<file path="config.mk">
export PLATFORM = sky130hd
export DESIGN_NAME = gameTop
export DESIGN_NICKNAME = d
export VERILOG_FILES = /design/src/gamePkg.sv /design/src/keyDecoder.sv /design/src/screenFsm.sv /design/src/mapWalker.sv /design/src/battleEngine.sv /design/src/gameTop.sv
export SDC_FILE = /design/constraint.sdc
export NUM_CORES = 1
export LEC_CHECK = 0
export ABC_AREA = 1
export BUFFER_PORTS_ARGS = -buffer_cell sky130_fd_sc_hd__buf_4
export CAP_MARGIN = 30
export CELL_PAD_IN_SITES_DETAIL_PLACEMENT = 1
export CELL_PAD_IN_SITES_GLOBAL_PLACEMENT = 1
export CORE_ASPECT_RATIO = 0.8
export CORE_MARGIN = 3
export CORE_UTILIZATION = 38
export CTS_CLUSTER_DIAMETER = 200
export DETAILED_ROUTE_END_ITERATION = 10
export MAX_ROUTING_LAYER = met4
export PLACE_DENSITY_LB_ADDON = 0.1
export SLEW_MARGIN = 20
export SYNTH_ARGS = -nofsm -noshare
export SYNTH_HDL_FRONTEND = slang
export SYNTH_HIERARCHICAL = 1
export SYNTH_SLANG_ARGS = --single-unit
</file>
<file path="constraint.sdc">
create_clock -name Clk -period 1.7 [get_ports Clk]
set_input_delay 0.085 -clock Clk [delete_from_list [all_inputs] [get_ports Clk]]
set_output_delay 0.085 -clock Clk [all_outputs]
set_load 0.02 [all_outputs]
</file>
<file path="src/gamePkg.sv">
package gamePkg;

    // one press from the keyboard front end
    typedef struct packed {
        logic       valid;
        logic [7:0] code;
    } KeyEvent;

    // one-hot screen levels
    typedef struct packed {
        logic intro;
        logic map;
        logic battle;
    } ScreenSel;

    // player tile on the map
    typedef struct packed {
        logic [3:0] x;
        logic [3:0] y;
    } MapPos;

    typedef struct packed {
        logic [7:0] playerHp;
        logic [7:0] bossHp;
    } BattleStatus;

    // keyboard usage codes
    localparam logic [7:0] KeySpace  = 8'h2C;
    localparam logic [7:0] KeyEscape = 8'h29;
    // B shortcut straight into battle
    localparam logic [7:0] KeyBattle = 8'h05;
    localparam logic [7:0] KeyAttack = 8'h04;
    localparam logic [7:0] KeyRight  = 8'h4F;
    localparam logic [7:0] KeyLeft   = 8'h50;
    localparam logic [7:0] KeyDown   = 8'h51;
    localparam logic [7:0] KeyUp     = 8'h52;

    // building door and spawn point
    localparam logic [3:0] DoorX  = 4'd12;
    localparam logic [3:0] DoorY  = 4'd3;
    localparam logic [3:0] StartX = 4'd1;
    localparam logic [3:0] StartY = 4'd1;

    // damage per hit
    localparam logic [7:0] AttackDamage = 8'd10;
    localparam logic [7:0] BossDamage   = 8'd7;

endpackage

</file>
<file path="src/keyDecoder.sv">
`timescale 1ns/1ps

module keyDecoder (
    input  logic              Clk,
    input  logic              rstN,
    input  logic [7:0]        keycode,
    output gamePkg::KeyEvent  keyEvt
);

    // sampled keycode and the sample before it
    logic [7:0] keyReg;
    logic [7:0] prevKey;

    always_ff @(posedge Clk or negedge rstN)
    begin
        if (!rstN)
        begin
            keyReg  <= 8'h00;
            prevKey <= 8'h00;
        end
        else
        begin
            keyReg  <= keycode;
            prevKey <= keyReg;
        end
    end

    // press strobe only on a change to a non-zero code
    always_comb
    begin
        keyEvt.code  = keyReg;
        keyEvt.valid = (keyReg != 8'h00) && (keyReg != prevKey);
    end

    // a press never carries the idle code
    assert property (@(posedge Clk) disable iff (!rstN)
        keyEvt.valid |-> keyEvt.code != 8'h00)
        else $error("keyDecoder: event with zero code");

endmodule

</file>
<file path="src/screenFsm.sv">
`timescale 1ns/1ps

module screenFsm (
    input  logic              Clk,
    input  logic              rstN,
    input  gamePkg::KeyEvent  keyEvt,
    input  logic              enterBuilding,
    input  logic              playerDied,
    input  logic              bossDied,
    output gamePkg::ScreenSel screen
);

    typedef enum logic [1:0] {
        IntroScreen,
        MapScreen,
        BattleScreen
    } ScreenState;

    ScreenState state;
    ScreenState nextState;

    logic spacePressed;
    logic battlePressed;
    logic escapePressed;

    assign spacePressed  = keyEvt.valid && (keyEvt.code == gamePkg::KeySpace);
    assign battlePressed = keyEvt.valid && (keyEvt.code == gamePkg::KeyBattle);
    assign escapePressed = keyEvt.valid && (keyEvt.code == gamePkg::KeyEscape);

    always_ff @(posedge Clk or negedge rstN)
    begin
        if (!rstN)
            state <= IntroScreen;
        else
            state <= nextState;
    end

    always_comb
    begin
        // stay put unless something legal for this screen happens
        nextState = state;
        case (state)
            IntroScreen:
            begin
                if (spacePressed)
                    nextState = MapScreen;
            end
            MapScreen:
            begin
                if (battlePressed || enterBuilding)
                    nextState = BattleScreen;
            end
            BattleScreen:
            begin
                // escape wins over a death in the same cycle
                if (escapePressed)
                    nextState = MapScreen;
                else if (playerDied)
                    nextState = IntroScreen;
                else if (bossDied)
                    nextState = IntroScreen;
            end
            default:
            begin
                nextState = IntroScreen;
            end
        endcase
    end

    // screen levels straight from the state
    always_comb
    begin
        screen = '0;
        case (state)
            IntroScreen:  screen.intro  = 1'b1;
            MapScreen:    screen.map    = 1'b1;
            BattleScreen: screen.battle = 1'b1;
            default:      screen.intro  = 1'b1;
        endcase
    end

    assert property (@(posedge Clk) disable iff (!rstN)
        $onehot(screen))
        else $error("screenFsm: screen select not one-hot");

endmodule

</file>
<file path="src/mapWalker.sv">
`timescale 1ns/1ps

module mapWalker #(
    parameter int MapSize = 16
) (
    input  logic              Clk,
    input  logic              rstN,
    input  gamePkg::KeyEvent  keyEvt,
    input  gamePkg::ScreenSel screen,
    output gamePkg::MapPos    pos,
    output logic              enterBuilding
);

    // last tile on each axis
    localparam logic [3:0] MaxCoord = 4'(MapSize - 1);

    gamePkg::MapPos nextPos;

    // one tile per arrow press, held at the map edges
    always_comb
    begin
        nextPos = pos;
        if (keyEvt.valid)
        begin
            case (keyEvt.code)
                gamePkg::KeyRight:
                begin
                    if (pos.x != MaxCoord)
                        nextPos.x = pos.x + 4'd1;
                end
                gamePkg::KeyLeft:
                begin
                    if (pos.x != 4'd0)
                        nextPos.x = pos.x - 4'd1;
                end
                // y grows downwards
                gamePkg::KeyDown:
                begin
                    if (pos.y != MaxCoord)
                        nextPos.y = pos.y + 4'd1;
                end
                gamePkg::KeyUp:
                begin
                    if (pos.y != 4'd0)
                        nextPos.y = pos.y - 4'd1;
                end
                default:
                begin
                    nextPos = pos;
                end
            endcase
        end
    end

    always_ff @(posedge Clk or negedge rstN)
    begin
        if (!rstN)
        begin
            pos.x <= gamePkg::StartX;
            pos.y <= gamePkg::StartY;
        end
        else if (screen.intro)
        begin
            // back to the spawn point whenever the intro is up
            pos.x <= gamePkg::StartX;
            pos.y <= gamePkg::StartY;
        end
        else if (screen.map)
        begin
            pos <= nextPos;
        end
    end

    // standing on the door while the map is shown
    assign enterBuilding = screen.map
                           && (pos.x == gamePkg::DoorX)
                           && (pos.y == gamePkg::DoorY);

    assert property (@(posedge Clk) disable iff (!rstN)
        (int'(pos.x) < MapSize) && (int'(pos.y) < MapSize))
        else $error("mapWalker: position outside the map");

endmodule

</file>
<file path="src/battleEngine.sv">
`timescale 1ns/1ps

module battleEngine #(
    parameter int PlayerHp   = 40,
    parameter int BossHp     = 50,
    parameter int BossPeriod = 20
) (
    input  logic                 Clk,
    input  logic                 rstN,
    input  gamePkg::KeyEvent     keyEvt,
    input  gamePkg::ScreenSel    screen,
    output gamePkg::BattleStatus status,
    output logic                 playerDied,
    output logic                 bossDied
);

    localparam logic [7:0] PlayerHpInit = 8'(PlayerHp);
    localparam logic [7:0] BossHpInit   = 8'(BossHp);
    localparam int         CntW         = (BossPeriod > 1) ? $clog2(BossPeriod) : 1;
    localparam logic [CntW-1:0] StrikeAt = CntW'(BossPeriod - 1);

    logic [CntW-1:0] strikeCnt;
    logic            attackHit;
    logic            bossStrike;
    logic            bossFalls;
    logic            playerFalls;

    assign attackHit  = keyEvt.valid && (keyEvt.code == gamePkg::KeyAttack);
    assign bossStrike = (strikeCnt == StrikeAt);

    // hit that takes the value to zero or below
    assign bossFalls   = (status.bossHp <= gamePkg::AttackDamage);
    assign playerFalls = (status.playerHp <= gamePkg::BossDamage);

    always_ff @(posedge Clk or negedge rstN)
    begin
        if (!rstN)
        begin
            status.playerHp <= PlayerHpInit;
            status.bossHp   <= BossHpInit;
            strikeCnt       <= '0;
            playerDied      <= 1'b0;
            bossDied        <= 1'b0;
        end
        else if (!screen.battle)
        begin
            // fresh fight every time the battle screen comes up
            status.playerHp <= PlayerHpInit;
            status.bossHp   <= BossHpInit;
            strikeCnt       <= '0;
            playerDied      <= 1'b0;
            bossDied        <= 1'b0;
        end
        else
        begin
            strikeCnt  <= bossStrike ? '0 : strikeCnt + 1'b1;
            playerDied <= bossStrike && playerFalls;
            bossDied   <= attackHit && bossFalls;

            if (attackHit)
                status.bossHp <= bossFalls ? 8'd0 : status.bossHp - gamePkg::AttackDamage;

            // boss strike lands independently of the player's attack
            if (bossStrike)
                status.playerHp <= playerFalls ? 8'd0
                                               : status.playerHp - gamePkg::BossDamage;
        end
    end

    assert property (@(posedge Clk) disable iff (!rstN)
        (status.playerHp <= PlayerHpInit) && (status.bossHp <= BossHpInit))
        else $error("battleEngine: health above its start value");

    // pulses are raised by an edge seen during battle
    assert property (@(posedge Clk) disable iff (!rstN)
        (playerDied || bossDied) |-> $past(screen.battle))
        else $error("battleEngine: died pulse outside battle");

endmodule

</file>
<file path="src/gameTop.sv">
`timescale 1ns/1ps

module gameTop #(
    parameter int MapSize    = 16,
    parameter int PlayerHp   = 40,
    parameter int BossHp     = 50,
    parameter int BossPeriod = 20
) (
    input  logic                 Clk,
    input  logic                 rstN,
    input  logic [7:0]           keycode,
    output gamePkg::ScreenSel    screen,
    output gamePkg::MapPos       pos,
    output gamePkg::BattleStatus status
);

    gamePkg::KeyEvent keyEvt;
    logic             enterBuilding;
    logic             playerDied;
    logic             bossDied;

    keyDecoder decoder (
        .Clk     (Clk),
        .rstN    (rstN),
        .keycode (keycode),
        .keyEvt  (keyEvt)
    );

    screenFsm controller (
        .Clk           (Clk),
        .rstN          (rstN),
        .keyEvt        (keyEvt),
        .enterBuilding (enterBuilding),
        .playerDied    (playerDied),
        .bossDied      (bossDied),
        .screen        (screen)
    );

    mapWalker #(
        .MapSize (MapSize)
    ) walker (
        .Clk           (Clk),
        .rstN          (rstN),
        .keyEvt        (keyEvt),
        .screen        (screen),
        .pos           (pos),
        .enterBuilding (enterBuilding)
    );

    battleEngine #(
        .PlayerHp   (PlayerHp),
        .BossHp     (BossHp),
        .BossPeriod (BossPeriod)
    ) battle (
        .Clk        (Clk),
        .rstN       (rstN),
        .keyEvt     (keyEvt),
        .screen     (screen),
        .status     (status),
        .playerDied (playerDied),
        .bossDied   (bossDied)
    );

endmodule

</file>
==> flow_metrics.tcl, run 1 <==
set metrics [dict create \
    status "finished, violations left" \
    failed_checks "negative setup slack" \
    yosysTopAreaCellShare 0.3388 \
    hpwl_mm 6.142 \
    port_buffers 35 \
    cts.clk_slew.worst_paths_ns 0.10 \
    avgSynthCellArea_um2 7.075 \
    cp_common_cell "nand2_1" \
    routed_wl_mm 8.758 \
    fin_skew_ns 0.01066 \
    wl_per_cell_um 14.08 \
    syn_area_um2 3028 \
    clock-sinks 48 \
    final_cell_mix "131 x nand2_1, 69 x buf_4, 58 x inv_1" \
    fin_ws_ns -0.1941 \
    power.total_mw 4.576 \
    grt.overflow.total 0 \
    start_util 0.4001 \
    hold_viol 0 \
    antenna_found_initial 0 \
    die_area_um2 9082 \
    start_kind "register" \
    rows 28 \
    crit_chain "inv_2 -> nand2_1 -> nand2_2 -> nor2_2 -> nand2_1 -> nor2_1 -> nor2_2 -> nand2_1 -> nor2_1 -> nand2_1 -> nor2_2 -> nand3_4 -> a21oi_1 -> o21ai_0" \
    final_common_cell "nand2_1" \
    synthToLayoutAreaGrowth_pct 37.23 \
    path_class "register to register" \
    ioPinCount 37 \
    die_w_um 105.8 \
    hp-class "input pin to async pin" \
    drv_slew 0 \
    grt_pass1_wl_mm 14.74 \
    ys_ff_latch 48 \
    nets 539 \
    critPathMaxStageDelay_ns 0.45 \
    grt_pass1_vias 3047 \
    drive_gt1_frac 0.3598 \
    gp_congestion 0.8293 \
    worstPathMaxFanout 8 \
    die_y_um 85.84 \
    power_leakage_nw 2.128 \
    drt_iter0_drc 98 \
    synth_fp_nets 451 \
    yosysUniqueCellTypes 31 \
    grt_use_total 0.2063 \
    grt_max_degree 49 \
    final_core_util 0.5491 \
    drtAntennaViolNets 0 \
    synth-main-ff-cell "dfrtp_1" \
    htreeDepth 2 \
    cts_max_path_buffers 2 \
    async_flop_share 1.000 \
    post-route-period-util 1.114 \
    crit_path_end_kind "register" \
    setup_viol 11 \
    synthTopCellsByArea "dfrtp_1 34%, nand2_1 18%, inv_1 8.6%" \
    coreArea_um2 7567 \
    r2r_setup_slack_ns -0.19 \
    cts_root_buffer "clkbuf_8" \
    drcViolationCount 0 \
    synth-edff-count 0 \
    yosysSeqAreaShare 0.3996 \
    cp_slowest_cell "dfrtp_2" \
    rsz0062_at_grt "yes" \
    vias 2959 \
    powerDensity_nw_per_um2 1101 \
    critPathArrivalTime_ns 2.13 \
    peakVddDrop_mv 0.5436 \
    critPathRequiredTime_ns 1.93 \
    cts_tree "built" \
    tritoncts.num_buffers 5 \
    yosys_warnings 6 \
    relSlewSlack 0.5736 \
    drv_cap 0 \
    synthCells 428 \
    tightest_slew_ns 0.6397 \
    num_antenna_cells 0 \
    yosysTopAreaCell "dfrtp_1" \
    drtPass1Iterations 6 \
    avgViaCountPerCell 4.757 \
    insertion_delay_ns 0.31 \
    period_needed_ns 1.894 \
    fmax_ghz 0.5280 \
    fillers 974 \
]
[critical path, delay by kind of cell, from the launching register on]
family	cells	cell delay, ns
buffers and inverters	1	0.08
AOI/OAI and AO/OA	2	0.26
and+or+nand+nor	11	1.01
DFF	1	0.45
[per-layer routing]
| layer | part of all wire | GRT usage | vias to the layer above | wire (µm) |
|---|---|---|---|---|
| met5 | 0 | - | - | 0 |
| met4 | 0.0077 | 0.04471 | 0 | 67 |
| met3 | 0.029 | 0.03461 | 9 | 253 |
| met2 | 0.48 | 0.3281 | 38 | 4210 |
| met1 | 0.48 | 0.2795 | 1434 | 4226 |
| li1 | - | - | 1478 | - |
[path summary, 6_finish.rpt]
check,from,endpoint,cells after the start
hold / removal,rstN,battle/status[9]$_DFFE_PN0P_,2
setup reg to reg,decoder/keyReg[2]$_DFF_PN0_,walker/pos[0]$_DFFE_PN1P_,14
max in group asynchronous,rstN,decoder/keyReg[3]$_DFF_PN0_,2
hold reg to reg,decoder/keyReg[1]$_DFF_PN0_,decoder/prevKey[1]$_DFF_PN0_,0
min in group Clk,keycode[2],decoder/keyReg[2]$_DFF_PN0_,2
setup / recovery,decoder/keyReg[2]$_DFF_PN0_,walker/pos[0]$_DFFE_PN1P_,14
[where the power goes]
group / switching, mW / internal [mW] / total, mW
sequential: 0.206 / 1.33 / 1.53
combinational: 1.29 / 0.898 / 2.19
clock: 0.418 / 0.436 / 0.854
total: 1.91 / 2.66 / 4.58
[registers in the layout, indices dropped and copies added (netlist names)]
signal and flops:
controller/state 2, battle/strikeCnt 5, battle/status 15, battle/bossDied 1
decoder/keyReg 8, battle/playerDied 1, decoder/prevKey 8, walker/pos 8
[layout make-up]
type / count / area [µm²] / area share
Clock buffer: 5 / 68.82 / 0.01656
Clock inverter: 3 / 42.54 / 0.01024
Inverter: 75 / 284.0 / 0.06835
Multi-Input combinational cell: 303 / 1734 / 0.4173
Sequential cell: 48 / 1221 / 0.2939
Tap cell: 105 / 131.4 / 0.03162
Timing Repair Buffer: 83 / 673.1 / 0.1620
[synthesized netlist by cell type, types with 2 or more instances]
cell,instances
ha_1,12
nor2_4,5
a21oi_1,7
nor2_2,10
buf_4,2
nor3_1,5
dfstp_2,7
or2_2,2
inv_2,4
xor2_1,2
nand3_1,31
nand2_1,144
inv_1,69
dfrtp_1,41
nor2_1,45
nand2_2,10
o21ai_0,9
nand4_1,5
nand3_2,3
xnor2_1,2
nand2_4,2
a21oi_2,2
[kinds of logic (layout without fill, tap and decap cells)]
| logic type | count (synthesis) | after routing | synth area share |
|---|---|---|---|
| simple gates | 266 | 266 | 0.3979 |
| buf+inv | 77 | 166 | 0.09876 |
| flops | 48 | 48 | 0.3996 |
| compound gates | 19 | 19 | 0.03471 |
| fa+ha+maj | 13 | 13 | 0.05620 |
| xor+xnor | 4 | 4 | 0.01157 |
| other cells | 1 | 1 | 0.001238 |
[what timing repair did]
item / 4_1_cts / 5_1_grt
pin swaps: 22 / 29
endpoints found under the hold margin: 49 / 0
setup endpoints to repair: 17 / 19
setup buffers: 7 / 4
gates resized for setup: 31 / 40
hold buffers: 9 / 0
[per-stage QoR]
| step | instances | cell area, µm² | setup TNS, ns | hold slack (ns) | setup slack (ns) |
|---|---|---|---|---|---|
| after floorplan | 428 | 3038 | -0.04403 | -0.2106 | -0.04403 |
| after global placement | 595 | 3635 | -1.147 | 0.1500 | -0.1344 |
| after detailed placement | 595 | 3635 | -1.787 | 0.1560 | -0.2069 |
| final | 622 | 4155 | -1.231 | 0.3339 | -0.1941 |
| after global routing | 622 | 4155 | -3.715 | 0.3846 | -0.3784 |
| after CTS | 619 | 4016 | -0.8719 | 0.3547 | -0.1214 |
Power figures use the tool's default switching activity.
==> inputs of run 2 (changes only) <==
--- a/config.mk
+++ b/config.mk
@@ -11,12 +11,13 @@
 export CELL_PAD_IN_SITES_DETAIL_PLACEMENT = 1
 export CELL_PAD_IN_SITES_GLOBAL_PLACEMENT = 1
 export CORE_ASPECT_RATIO = 0.8
-export CORE_MARGIN = 3
+export CORE_MARGIN = 2
 export CORE_UTILIZATION = 38
 export CTS_CLUSTER_DIAMETER = 200
 export DETAILED_ROUTE_END_ITERATION = 10
 export MAX_ROUTING_LAYER = met4
-export PLACE_DENSITY_LB_ADDON = 0.1
+export PLACE_DENSITY = 0.85
+export REMOVE_ABC_BUFFERS = 1
 export SLEW_MARGIN = 20
 export SYNTH_ARGS = -nofsm -noshare
 export SYNTH_HDL_FRONTEND = slang
==> run 2 against run 1 <==
Against the previous run: the run still ends with negative setup slack left; flip-flop and latch count is the same; utilization shrank 3.0 points; die area shrank 4.2%; clock-buffer cell count is the same; critical path type unchanged.
==> flow_metrics.tcl, run 2 (same netlist as run 1, synthesis figures left out) <==
set metrics [dict create \
    drtAntennaViolNets 0 \
    power_leakage_nw 2.103 \
    fin_skew_ns 0.006324 \
    die_area_um2 8703 \
    wl_per_cell_um 14.28 \
    port_buffers 35 \
    avgViaCountPerCell 4.766 \
    critPathRequiredTime_ns 1.91 \
    setup_viol 17 \
    hold_viol 0 \
    cts_max_path_buffers 2 \
    powerDensity_nw_per_um2 1153 \
    drcViolationCount 0 \
    peakVddDrop_mv 0.4668 \
    grt_pass1_vias 3201 \
    die_y_um 83.84 \
    antenna_found_initial 0 \
    dp.cells 594 \
    cts.clk_slew.worst_paths_ns 0.10 \
    cts_root_buffer "clkbuf_8" \
    regMostFlops "battle/status" \
    drive_gt1_frac 0.3229 \
    tritoncts.num_buffers 5 \
    grt.overflow.total 0 \
    gp_congestion 0.7935 \
    clock-sinks 48 \
    relSlewSlack 0.5922 \
    final_common_cell "nand2_1" \
    cts_tree "built" \
    ioPinCount 37 \
    post-route-period-util 1.119 \
    status "finished, violations left" \
    start_kind "register" \
    insertion_delay_ns 0.31 \
    fin_ws_ns -0.2018 \
    rsz0062_at_grt "yes" \
    tightest_slew_ns 0.6117 \
    drt_iter0_drc 71 \
    synthToLayoutAreaGrowth_pct 34.26 \
    hpwl_mm 5.819 \
    grt_use_total 0.2110 \
    grt_pass1_wl_mm 14.61 \
    instances_no_fill 619 \
    htreeDepth 2 \
    hold_slack_ns 0.3358 \
    hp-class "input pin to async pin" \
    drv_slew 0 \
    crit_path_end_kind "register" \
    path_class "register to register" \
    fmax_ghz 0.5258 \
    drtPass1Iterations 4 \
    coreArea_um2 7838 \
    die_w_um 103.8 \
    final_cell_mix "136 x nand2_1, 67 x buf_4, 60 x inv_1" \
    nets 533 \
    largest_register_ff_count 15 \
    critPathArrivalTime_ns 2.11 \
    grt_max_degree 49 \
    rows 29 \
    start_util 0.3863 \
    drv_cap 0 \
    vias 2950 \
    routed_wl_mm 8.837 \
    failed_checks "negative setup slack" \
    period_needed_ns 1.902 \
    worstPathMaxFanout 6 \
    num_antenna_cells 0 \
    fillers 1019 \
]
-- run 2: cell types whose count changed in the layout (fill, tap and decap cells not counted), sizes merged --
cell,change
inv,+1
buf,-6
clkinvlp,-1
bufinv,+1
clkinv,-1
-- run 2: stage by stage --
| stage | power, mW | cell area [µm²] | util | setup WS, ns | setup TNS (ns) |
|---|---|---|---|---|---|
| after floorplan | 2.737 | 3013 | - | -0.07828 | -0.2977 |
| after global placement | 3.411 | 3611 | 0.4607 | -0.1264 | -0.7213 |
| after detailed placement | 3.492 | 3611 | 0.4607 | -0.1917 | -1.782 |
| after CTS | 4.613 | 3993 | 0.5094 | -0.1029 | -0.7663 |
| after global routing | 5.004 | 4065 | 0.5187 | -0.3090 | -3.548 |
| final | 4.685 | 4065 | 0.5187 | -0.2018 | -1.479 |
-- run 2: layer usage --
metal	track usage	up-vias	wire length, µm
met5	-	-	0
met4	0.05037	0	89
met3	0.03123	9	202
met2	0.3828	38	4632
met1	0.2475	1443	3913
li1	-	1460	-
-- run 2: worst paths after layout --
path	from	to	slack [ns]	depth (start not counted)
min in group Clk	keycode[2]	decoder/keyReg[2]$_DFF_PN0_	0.42	2
min	rstN	battle/status[9]$_DFFE_PN0P_	0.34	2
max reg2reg	decoder/keyReg[6]$_DFF_PN0_	walker/pos[6]$_DFFE_PN0P_	-0.20	13
min reg2reg	battle/strikeCnt[0]$_DFF_PN0_	battle/strikeCnt[0]$_DFF_PN0_	0.49	1
max	decoder/keyReg[6]$_DFF_PN0_	walker/pos[6]$_DFFE_PN0P_	-0.20	13
max in group asynchronous	rstN	decoder/keyReg[5]$_DFF_PN0_	0.92	2
-- run 2: power by group --
part | leakage [nW] | switching (mW) | internal, mW
Clock | 0.0687 | 0.431 | 0.593
Combinational | 1.44 | 1.28 | 0.858
Sequential | 0.598 | 0.194 | 1.33
-- run 2: what timing repair did --
item,CTS,global route
pin swaps,8,6
gates resized for setup,32,24
setup buffers,7,1
endpoints found under the hold margin,49,0
hold buffers,9,0
endpoints found under the setup margin,18,19
-- run 2: area by class of cell --
type                       instances  area, µm²  area share
clock inverter                     3      68.82     0.01693
tap                              108      135.1     0.03324
sequential                        48       1219      0.2998
inverter                          75      286.5     0.07048
timing repair buffer              77      613.1      0.1508
multi-input combinational        303       1674      0.4118
clock buffer                       5      68.82     0.01693
-- run 2: critical path, cell delays in order (launching register included) --
cell and delay, ns:
dfrtp_2 0.44, inv_1 0.08, nor2_1 0.14, nand2_1 0.11, nor2_4 0.12, nand2_2 0.07, nand2_1 0.09, inv_1 0.05
ha_1 0.17, inv_1 0.05, nand2_1 0.06, or2_2 0.28, nand3_1 0.08, nand2_1 0.05
